File: src/verilog/jbus_pkg.sv
// ~~~~~~~~~~~~~~~~~~~~
// JBus output formatter package
//   Bus field types
//   Queue and beat select codes
//   Transaction, install and error encodings
// ~~~~~~~~~~~~~~~~~~~~

package jbus_pkg;

  // Bus field types
  typedef logic [7:0]   adtype_t;
  typedef logic [127:0] ad_t;
  typedef logic [63:0]  half_t;

  // Target agent id in [5:2], transaction id in [1:0]
  typedef logic [5:0]   jid_t;

  typedef logic [4:0]   mondo_id_t;
  typedef logic [15:0]  be_t;

  // One bit per 32-bit lane of the ad word
  typedef logic [3:0]   lane_bits_t;

  // Queue select, codes 6 and 7 are never legal
  typedef enum logic [2:0] {
    SCT0    = 3'd0,
    SCT1    = 3'd1,
    SCT2    = 3'd2,
    SCT3    = 3'd3,
    PIORQQ  = 3'd4,
    PIOACKQ = 3'd5
  } queue_sel_e;

  // Beat select within the current transaction
  typedef enum logic [3:0] {
    IDLE    = 4'd0,
    RD16    = 4'd1,
    RD64_0  = 4'd2,
    RD64_1  = 4'd3,
    RD64_2  = 4'd4,
    RD64_3  = 4'd5,
    RDER    = 4'd6,
    NCRD    = 4'd7,
    NCWR_0  = 4'd8,
    NCWR_1  = 4'd9,
    INTACK  = 4'd10,
    INTNACK = 4'd11
  } beat_sel_e;

  // Transaction codes of address cycles
  localparam logic [4:0] TRANS_NCRD    = 5'h00;
  localparam logic [4:0] TRANS_NCWR    = 5'h01;
  localparam logic [4:0] TRANS_INTACK  = 5'h18;
  localparam logic [4:0] TRANS_INTNACK = 5'h19;

  // Install state reported on RD64 beat 1
  localparam logic [2:0] INSTALL_INVALID = 3'd0;
  localparam logic [2:0] INSTALL_SHARED  = 3'd1;

  // Error code in the low bits of an RDER word
  localparam logic [2:0] RDER_BUS_ERROR = 3'd1;
  localparam logic [2:0] RDER_UNMAPPED  = 3'd2;

  // Undriven bus reads as all ones
  localparam adtype_t IDLE_ADTYPE = 8'hff;

endpackage

File: src/verilog/ack_format.sv
// ~~~~~~~~~~~~~~~~~~~~
// Interrupt ack formatter
//   INTACK and INTNACK address cycles
// ~~~~~~~~~~~~~~~~~~~~

`timescale 1ns/10ps

module ack_format
  import jbus_pkg::*;
(
  input  beat_sel_e sel_beat,
  input  mondo_id_t mondo_agnt_id,
  input  mondo_id_t mondo_cpu_id,
  output adtype_t   adtype,
  output ad_t       ad,
  output logic      beat_ok
);

  logic [4:0] trans;
  half_t      int_half;

  assign beat_ok = (sel_beat == INTACK) || (sel_beat == INTNACK);
  assign trans   = (sel_beat == INTNACK) ? TRANS_INTNACK : TRANS_INTACK;

  // Target agent then source cpu, low 31 bits unused
  assign int_half = {16'h0000, trans, 2'h0, mondo_agnt_id, mondo_cpu_id, 31'h0};

  assign adtype = {2'h3, 6'h00};
  assign ad     = {int_half, int_half};

endmodule

File: src/verilog/bus_drive.sv
// ~~~~~~~~~~~~~~~~~~~~
// Bus driver
//   Odd parity per 32-bit lane
//   Error injection on bits 96, 64, 32, 0
// ~~~~~~~~~~~~~~~~~~~~

`timescale 1ns/10ps

module bus_drive
  import jbus_pkg::*;
(
  input  adtype_t    mux_adtype,
  input  ad_t        mux_ad,
  input  lane_bits_t inj_err,
  output adtype_t    j_adtype,
  output ad_t        j_ad,
  output lane_bits_t j_adp
);

  lane_bits_t lane_xor;

  always_comb begin
    for (int i = 0; i < 4; i++) begin
      lane_xor[i] = ^mux_ad[32*i +: 32];
    end
  end

  // Lane 3 parity also covers the ad-type byte
  assign j_adp = ~(lane_xor ^ {^mux_adtype, 3'b000});

  // Flip the low bit of each lane, parity keeps the clean value
  always_comb begin
    j_ad = mux_ad;
    for (int i = 0; i < 4; i++) begin
      j_ad[32*i] = mux_ad[32*i] ^ inj_err[i];
    end
  end

  assign j_adtype = mux_adtype;

endmodule

File: src/verilog/cycle_mux.sv
// ~~~~~~~~~~~~~~~~~~~~
// Bus cycle multiplexer
//   Idle cycle or selected source
//   Illegal select check
// ~~~~~~~~~~~~~~~~~~~~

`timescale 1ns/10ps

module cycle_mux
  import jbus_pkg::*;
#(
  parameter int N_RDQ = 4
) (
  input  logic       clk,
  input  queue_sel_e sel_queue,
  input  beat_sel_e  sel_beat,
  input  adtype_t    rdq_adtype [N_RDQ],
  input  ad_t        rdq_ad [N_RDQ],
  input  logic       rdq_beat_ok [N_RDQ],
  input  adtype_t    pio_adtype,
  input  ad_t        pio_ad,
  input  logic       pio_beat_ok,
  input  adtype_t    ack_adtype,
  input  ad_t        ack_ad,
  input  logic       ack_beat_ok,
  output adtype_t    mux_adtype,
  output ad_t        mux_ad
);

  adtype_t src_adtype;
  ad_t     src_ad;
  logic    src_ok;

  // Source named by the queue select
  always_comb begin
    src_adtype = IDLE_ADTYPE;
    src_ad     = '1;
    src_ok     = 1'b0;
    // Read queues above N_RDQ-1 do not exist
    for (int q = 0; q < N_RDQ; q++) begin
      if (int'(sel_queue) == q) begin
        src_adtype = rdq_adtype[q];
        src_ad     = rdq_ad[q];
        src_ok     = rdq_beat_ok[q];
      end
    end
    case (sel_queue)
      PIORQQ: begin
        src_adtype = pio_adtype;
        src_ad     = pio_ad;
        src_ok     = pio_beat_ok;
      end
      PIOACKQ: begin
        src_adtype = ack_adtype;
        src_ad     = ack_ad;
        src_ok     = ack_beat_ok;
      end
      default: ;
    endcase
  end

  // Idle beats leave the bus undriven
  always_comb begin
    if (sel_beat == IDLE) begin
      mux_adtype = IDLE_ADTYPE;
      mux_ad     = '1;
    end else begin
      mux_adtype = src_adtype;
      mux_ad     = src_ad;
    end
  end

  // Missing queue, or a beat the selected formatter does not own
  legal_select_a: assert property (
    @(posedge clk)
    !$isunknown({sel_queue, sel_beat}) && (sel_beat != IDLE) |-> src_ok
  ) else $error("illegal select, queue %0d beat %0d", sel_queue, sel_beat);

endmodule

File: src/verilog/pio_format.sv
// ~~~~~~~~~~~~~~~~~~~~
// PIO request formatter
//   NCRD address cycle
//   NCWR address and data cycles
// ~~~~~~~~~~~~~~~~~~~~

`timescale 1ns/10ps

module pio_format
  import jbus_pkg::*;
(
  input  beat_sel_e sel_beat,
  input  logic      pio_ue,
  input  be_t       pio_be,
  input  half_t     pio_ad,
  input  jid_t      unused_jid,
  output adtype_t   adtype,
  output ad_t       ad,
  output logic      beat_ok
);

  logic [4:0] trans;
  half_t      addr_half;

  assign trans     = (sel_beat == NCRD) ? TRANS_NCRD : TRANS_NCWR;
  assign addr_half = {pio_be, trans, pio_ad[42:0]};

  always_comb begin
    adtype  = '0;
    ad      = {addr_half, addr_half};
    beat_ok = 1'b1;
    case (sel_beat)
      NCRD:   adtype = {2'h3, unused_jid};
      NCWR_0: adtype = {2'h3, 6'h00};
      // Write data beat, same 8 bytes on both halves
      NCWR_1: begin
        adtype = {3'h0, pio_ue, 4'h0};
        ad     = {pio_ad, pio_ad};
      end
      default: beat_ok = 1'b0;
    endcase
  end

endmodule

File: src/verilog/pktout_mux_top.sv
// ~~~~~~~~~~~~~~~~~~~~
// JBus packet output formatter, top level
//   Read queue, PIO and interrupt ack formatters
//   Cycle mux and bus driver
// ~~~~~~~~~~~~~~~~~~~~

`timescale 1ns/10ps

module pktout_mux_top
  import jbus_pkg::*;
#(
  parameter int N_RDQ = 4
) (
  input  logic       clk,
  input  logic       arst_n,
  input  queue_sel_e sel_queue,
  input  beat_sel_e  sel_beat,
  input  logic       rdq_install_state [N_RDQ],
  input  logic       rdq_unmapped_error [N_RDQ],
  input  jid_t       rdq_jid [N_RDQ],
  input  ad_t        rdq_data [N_RDQ],
  input  logic       rdq_ue_err [N_RDQ],
  input  logic       pio_ue,
  input  be_t        pio_be,
  input  half_t      pio_ad,
  input  mondo_id_t  mondo_agnt_id,
  input  mondo_id_t  mondo_cpu_id,
  input  jid_t       unused_jid,
  input  lane_bits_t inj_err,
  output adtype_t    j_adtype,
  output ad_t        j_ad,
  output lane_bits_t j_adp
);

  adtype_t rdq_adtype [N_RDQ];
  ad_t     rdq_ad [N_RDQ];
  logic    rdq_beat_ok [N_RDQ];

  adtype_t piorqq_adtype;
  ad_t     piorqq_ad;
  logic    piorqq_beat_ok;

  adtype_t pioackq_adtype;
  ad_t     pioackq_ad;
  logic    pioackq_beat_ok;

  adtype_t mux_adtype;
  ad_t     mux_ad;

  // One formatter per L2 read queue
  for (genvar g = 0; g < N_RDQ; g++) begin : g_rdq
    rdq_format u_rdq_format (
      .clk            (clk),
      .arst_n         (arst_n),
      .sel_beat       (sel_beat),
      .install_state  (rdq_install_state[g]),
      .unmapped_error (rdq_unmapped_error[g]),
      .jid            (rdq_jid[g]),
      .data           (rdq_data[g]),
      .ue_err         (rdq_ue_err[g]),
      .adtype         (rdq_adtype[g]),
      .ad             (rdq_ad[g]),
      .beat_ok        (rdq_beat_ok[g])
    );
  end

  pio_format u_pio_format (
    .sel_beat   (sel_beat),
    .pio_ue     (pio_ue),
    .pio_be     (pio_be),
    .pio_ad     (pio_ad),
    .unused_jid (unused_jid),
    .adtype     (piorqq_adtype),
    .ad         (piorqq_ad),
    .beat_ok    (piorqq_beat_ok)
  );

  ack_format u_ack_format (
    .sel_beat      (sel_beat),
    .mondo_agnt_id (mondo_agnt_id),
    .mondo_cpu_id  (mondo_cpu_id),
    .adtype        (pioackq_adtype),
    .ad            (pioackq_ad),
    .beat_ok       (pioackq_beat_ok)
  );

  cycle_mux #(
    .N_RDQ (N_RDQ)
  ) u_cycle_mux (
    .clk         (clk),
    .sel_queue   (sel_queue),
    .sel_beat    (sel_beat),
    .rdq_adtype  (rdq_adtype),
    .rdq_ad      (rdq_ad),
    .rdq_beat_ok (rdq_beat_ok),
    .pio_adtype  (piorqq_adtype),
    .pio_ad      (piorqq_ad),
    .pio_beat_ok (piorqq_beat_ok),
    .ack_adtype  (pioackq_adtype),
    .ack_ad      (pioackq_ad),
    .ack_beat_ok (pioackq_beat_ok),
    .mux_adtype  (mux_adtype),
    .mux_ad      (mux_ad)
  );

  bus_drive u_bus_drive (
    .mux_adtype (mux_adtype),
    .mux_ad     (mux_ad),
    .inj_err    (inj_err),
    .j_adtype   (j_adtype),
    .j_ad       (j_ad),
    .j_adp      (j_adp)
  );

endmodule

File: src/verilog/rdq_format.sv
// ~~~~~~~~~~~~~~~~~~~~
// Read-return queue formatter
//   RD16, RD64 beats 0..3 and RDER cycles
//   Previous-cycle ue error history
// ~~~~~~~~~~~~~~~~~~~~

`timescale 1ns/10ps

module rdq_format
  import jbus_pkg::*;
(
  input  logic      clk,
  input  logic      arst_n,
  input  beat_sel_e sel_beat,
  input  logic      install_state,
  input  logic      unmapped_error,
  input  jid_t      jid,
  input  ad_t       data,
  input  logic      ue_err,
  output adtype_t   adtype,
  output ad_t       ad,
  output logic      beat_ok
);

  logic       ue_prev;
  logic [2:0] install_code;
  logic [2:0] rder_code;

  // ue flag as seen in the cycle before
  always_ff @(posedge clk or negedge arst_n) begin
    if (!arst_n) begin
      ue_prev <= 1'b0;
    end else begin
      ue_prev <= ue_err;
    end
  end

  assign install_code = install_state ? INSTALL_SHARED : INSTALL_INVALID;
  assign rder_code    = unmapped_error ? RDER_UNMAPPED : RDER_BUS_ERROR;

  always_comb begin
    adtype  = '0;
    ad      = data;
    beat_ok = 1'b1;
    case (sel_beat)
      RD16:   adtype = {2'h2, jid};
      RD64_0: adtype = {2'h1, jid};
      // Error flags ride in the ad-type byte of the second beat
      RD64_1: adtype = {1'b0, ue_prev, 1'b0, ue_err, 1'b0, install_code};
      RD64_2,
      RD64_3: adtype = {3'h0, ue_err, 4'h0};
      RDER: begin
        adtype = {2'h0, jid};
        ad     = {data[127:3], rder_code};
      end
      default: beat_ok = 1'b0;
    endcase
  end

  // History must be known once the queue is out of reset
  ue_hist_known_a: assert property (
    @(posedge clk) disable iff (!arst_n)
    !$isunknown(ue_prev)
  ) else $error("ue error history is unknown");

endmodule
File: config.mk
export PLATFORM = sky130hd
export DESIGN_NAME = pktout_mux_top
export DESIGN_NICKNAME = d
export VERILOG_FILES = /design/src/verilog/jbus_pkg.sv /design/src/verilog/ack_format.sv /design/src/verilog/bus_drive.sv /design/src/verilog/cycle_mux.sv /design/src/verilog/pio_format.sv /design/src/verilog/pktout_mux_top.sv /design/src/verilog/rdq_format.sv
export SDC_FILE = /design/constraint.sdc
export NUM_CORES = 1
export LEC_CHECK = 0
export BUFFER_PORTS_ARGS = -buffer_cell sky130_fd_sc_hd__buf_2
export CORE_AREA = 4 4 312 314
export DETAILED_ROUTE_END_ITERATION = 12
export DIE_AREA = 0 0 316 318
export HOLD_SLACK_MARGIN = 0.12
export PLACE_DENSITY = 0.45
export SLEW_MARGIN = 20
export SYNTH_ARGS = -nofsm -noshare
export SYNTH_HDL_FRONTEND = slang
export SYNTH_HIERARCHICAL = 1
export SYNTH_SLANG_ARGS = --single-unit
File: constraint.sdc
create_clock -name clk -period 9.69 [get_ports clk]
set_clock_uncertainty 0.05 [all_clocks]
set_input_delay 2.907 -clock clk [delete_from_list [all_inputs] [get_ports clk]]
set_output_delay 2.907 -clock clk [all_outputs]
set_load 0.02 [all_outputs]
# After elaboration in Yosys (flattened, before gate mapping)
# Index checks and enable logic that the tools add are counted.
dict set report op_classes {
  muxes 32
  div_mod_pow 0
  multipliers 0
  add_sub_neg 0
  reduce_logical 8
  n_bitwise 6
  order_cmp 0
  eq_ne 15
  shifts 0
}
# op n
set op_table {}
lappend op_table {{$mux W128} 6}
lappend op_table {{$pmux W128 S2} 1}
lappend op_table {{$pmux W8 S5} 4}
lappend op_table {{$reduce_xor A32 Y1} 4}
lappend op_table {{$mux W8} 5}
lappend op_table {{$pmux W8 S3} 1}
lappend op_table {{$eq A4 B3 Y1 const B} 4}
lappend op_table {{$pmux W8 S2} 1}
lappend op_table {{$eq A3 B3 Y1 const B} 4}
lappend op_table {{$eq A4 B4 Y1 const B} 3}
lappend op_table {{$mux W3} 4}
lappend op_table {{$eq A4 B2 Y1 const B} 2}
lappend op_table {{$mux W2} 4}
lappend op_table {{$reduce_xor A8 Y1} 1}
lappend op_table {{$mux W1} 6}
lappend op_table {{$eq A4 B1 Y1 const B} 1}
lappend op_table {{$logic_not A4 Y1} 1}
lappend op_table {{$not A4 Y4} 1}
lappend op_table {{$xor A1 B1 Y1} 4}
lappend op_table {{$xor A4 B4 Y4} 1}
lappend op_table {{$eq A3 B2 Y1 const B} 1}
lappend op_table {{$logic_not A3 Y1} 1}
lappend op_table {{$reduce_or A2 Y1} 1}
dict set report word_totals {
  out_inout_bits 140
  in_bits 658
  word_cells 65
  memories 0
  romBits 0
  register_bits 4
  latchBits 0
  ramBits 0
}

# Longest topological paths before layout
dict set report logic_depth {
  depth_word 12
  ltp_mapped 12
  ltp_nobuf 11
}

# Modules after synthesis
# Netlist, hierarchy kept.
# module cells_each area_per_inst_um2 seq_area_each_um2 n_inst
set modules_own_cells {}
lappend modules_own_cells {cycle_mux 808 5786.8 0.0 1}
lappend modules_own_cells {rdq_format 155 1171.1 25.0 4}
lappend modules_own_cells {bus_drive 267 2194.6 0.0 1}
lappend modules_own_cells {pio_format 147 1231.2 0.0 1}
lappend modules_own_cells {ack_format 139 1041.0 0.0 1}

# Worst setup path before layout
# No wires, ideal clock.
dict set report synth_timing {
  path_kind {input port to output port}
  start {in sel_beat[2]}
  end {out j_adp[3]}
  setup_slack_ns 1.341
  path_buffers 2
  required_ns 6.733
  t_arrival_ns 5.392
  stages 11
  cell_sequence {and4bb_4 buf_6 mux2_4 buf_4 a22oi_1 o211ai_1 xor2_1 xnor2_1 xnor2_2 xnor3_1 xnor2_1}
}
dict set report synth_between {
  elab_cells_between_ends 32
  cone_classes {10 x eq/ne; 16 x mux; 2 x bitwise; 4 x reduce/logical}
}
# item line_no
set synth_lines {}
lappend synth_lines {{start: declaration} pktout_mux_top.sv:17} ;# input beat_sel_e sel_beat,
lappend synth_lines {{$eq A4 B4 Y1} -}
lappend synth_lines {{$mux W128} pio_format.sv:32} ;# case (sel_beat)
lappend synth_lines {{via piorqq_ad[114]} pktout_mux_top.sv:40} ;# ad_t piorqq_ad;
lappend synth_lines {{$pmux W128 S2} cycle_mux.sv:47} ;# case (sel_queue)
lappend synth_lines {{$mux W128} cycle_mux.sv:64} ;# if (sel_beat == IDLE) begin
lappend synth_lines {{via mux_ad[114]} pktout_mux_top.sv:48} ;# ad_t mux_ad;
lappend synth_lines {{$reduce_xor A32 Y1} bus_drive.sv:24} ;# lane_xor[i] = ^mux_ad[32*i +: 32];
lappend synth_lines {{$xor A4 B4 Y4} bus_drive.sv:29} ;# assign j_adp = ~(lane_xor ^ {^mux_adtype, 3'b000});
lappend synth_lines {{$not A4 Y4} bus_drive.sv:29}
lappend synth_lines {{end: declaration} pktout_mux_top.sv:32} ;# output lane_bits_t j_adp
# The timed path passes the listed nets, and every way through them passes these cells.

==> flow_summary.ini <==
[run_status]
status = finished clean

[cts]
cts-root-buf = clkbuf_16
clockBufferDepth = 2
clk_pin_slew_ns = 0.03
postCtsHoldBufs = 0
post_cts_buffers = 0
cts_resized = 0
numClockSinks = 4
cts_made_buffers = 3
cts_tree = built
h-tree-depth = 1

[die]
row_count = 113
start_util = 0.157
die_area_um2 = 100000
coreArea_um2 = 94600
die_h_um = 318
die_w_um = 316
io-pin-count = 798

[timing]
fin_crit_sh = 0.976
hold_ws_ns = 2.44
finalHoldViolCount = 0
slew_viol_final = 0
min_period_ns = 9.46
fmax_ghz = 0.106
setup_viol = 0
fin_tns_setup_ns = 0
rsz0062_at_grt = no
relSlewSlack = 0.503
tightestPinTransition_ns = 0.746

[critical_path]
slowest_stage = xnor2_1
endpoint_kind = primary output
cp_max_fo = 33
critical_path_required_ns = 6.73
cpPeakStageDelay_ns = 0.60
critPathKind = in2out
startpoint_type = input pin
crit_arrival_ns = 6.50
cpMostUsedCell = xnor2_1
crit_chain = buf_2 -> nor2b_4 -> nor3b_4 -> mux2_1 -> mux2_2 -> o22ai_1 -> o211ai_1 -> xnor2_1 -> xnor2_1 -> xnor2_1 -> xnor2_1 -> xnor2_1 -> buf_2

[grt]
grt_antenna_before_repair = 19
grt_max_degree = 135
grt_pass1_wl_mm = 87.5
grt_usage = 0.117
gr-total-overflow = 0
grt_pass1_vias = 12200

[cells_and_area]
nNetsFinal = 2579
drive_above_1_share = 0.533
top_register = g_rdq.u_rdq_format/ue_prev
reg_top3 = g_rdq.u_rdq_format/ue_prev x4
syn2layout_area_growth_pct = -4.03
fillers = 11000
largest_reg_flops = 4
register_area_um2 = 100
multiInputGateArea_um2 = 7940
final_util = 0.151

[power]
comb_power_share = 0.941
p_seq_frac = 0.013
fin_total_pwr_mw = 1.39
p_clk_frac = 0.046
peakVddDrop_v = 0.0000648
power.leakage_nw = 5.95
p_sw_mw = 0.772
p_int_mw = 0.617
powerDensity_nw_per_um2 = 97.4
switching_share = 0.556

[synthesis]
syn_area_per_cell_um2 = 7.55
synth_warnings = 6
postSynthCellCount = 1967
netlist_area_um2 = 14900

[drt]
num_vias = 12300
routed_wl_mm = 64.2
wire_per_inst_um = 20.1
drc = 0
postRouteAntennaNets = 0
dr.pass1.iters = 5
first_iter_violations = 997
viasPerCell = 3.85

[place]
numPortBuffers = 797
place_congestion = 0.925
dp_hpwl_mm = 55.1

[run]
cap_viol_max_count = 0

[min_path]
hp-class = in2async
==> how the worst max path moves through the flow <==
stage / endpoint / from / slack (ns) / depth (start not counted)
after floorplan: j_adp[3] / sel_beat[2] / 1.34 / 11
after global placement: j_adp[3] / sel_queue[0] / 0.32 / 11
after detailed placement: j_adp[3] / sel_queue[0] / 0.22 / 11
after CTS: j_adp[3] / sel_queue[0] / 0.21 / 11
after global routing: j_adp[3] / sel_beat[1] / 0.14 / 13
final: j_adp[0] / sel_beat[1] / 0.23 / 13
==> per-layer routing <==
| metal | GRT usage | wire (um) | vias to the layer above |
|---|---|---|---|
| li1 | - | - | 5926 |
| met1 | 0.160 | 28400 | 5696 |
| met2 | 0.197 | 30200 | 599 |
| met3 | 0.0193 | 4620 | 46 |
| met4 | 0.0157 | 853 | 8 |
| met5 | 0 | 56 | - |
==> power groups by stage <==
stage | Sequential, mW | Clock, mW | Combinational, mW
floorplan | 0.0180 | 0 | 1.09
global placement | 0.0182 | 0 | 1.33
detailed placement | 0.0181 | 0 | 1.32
CTS | 0.0179 | 0.0638 | 1.33
global route | 0.0180 | 0.0659 | 1.39
finish | 0.0179 | 0.0634 | 1.31
==> cells in the final DEF (no fill, tap or decap), types with 7 or more instances in the layout <==
master,count
buf_2,795
mux2_2,143
o22ai_1,135
a22oi_1,135
o211ai_1,135
conb_1,114
xnor2_1,112
o21ai_0,86
o21ai_1,46
buf_4,28
xor2_1,21
nor3b_1,17
mux2_4,16
buf_12,14
inv_1,13
nor2_1,12
and2_1,9
nand2_1,8
diode_2,7
==> area by class of cell <==
class | instances | share of cell area
Multi-Input combinational cell | 1060 | 0.557
Timing Repair Buffer | 839 | 0.315
Tap cell | 1265 | 0.111
Sequential cell | 4 | 0.00702
Clock buffer | 3 | 0.00527
Inverter | 13 | 0.00342
Antenna cell | 7 | 0.00123
==> critical path: cells and delay by family <==
kind | cells | cell delay [ns]
compound gates | 2 | 0.31
buf+inv | 2 | 0.63
mux | 2 | 0.62
simple gates | 2 | 0.59
xor+xnor | 5 | 1.42
==> stage by stage <==
step | instance area (um^2) | setup slack (ns) | cells
after floorplan | 15300 | 1.34 | 2079
after global placement | 14200 | 0.318 | 3181
after detailed placement | 14200 | 0.216 | 3181
after CTS | 14200 | 0.211 | 3184
after global routing | 14200 | 0.136 | 3187
final | 14300 | 0.232 | 3191
Power figures use the tool's default switching activity.
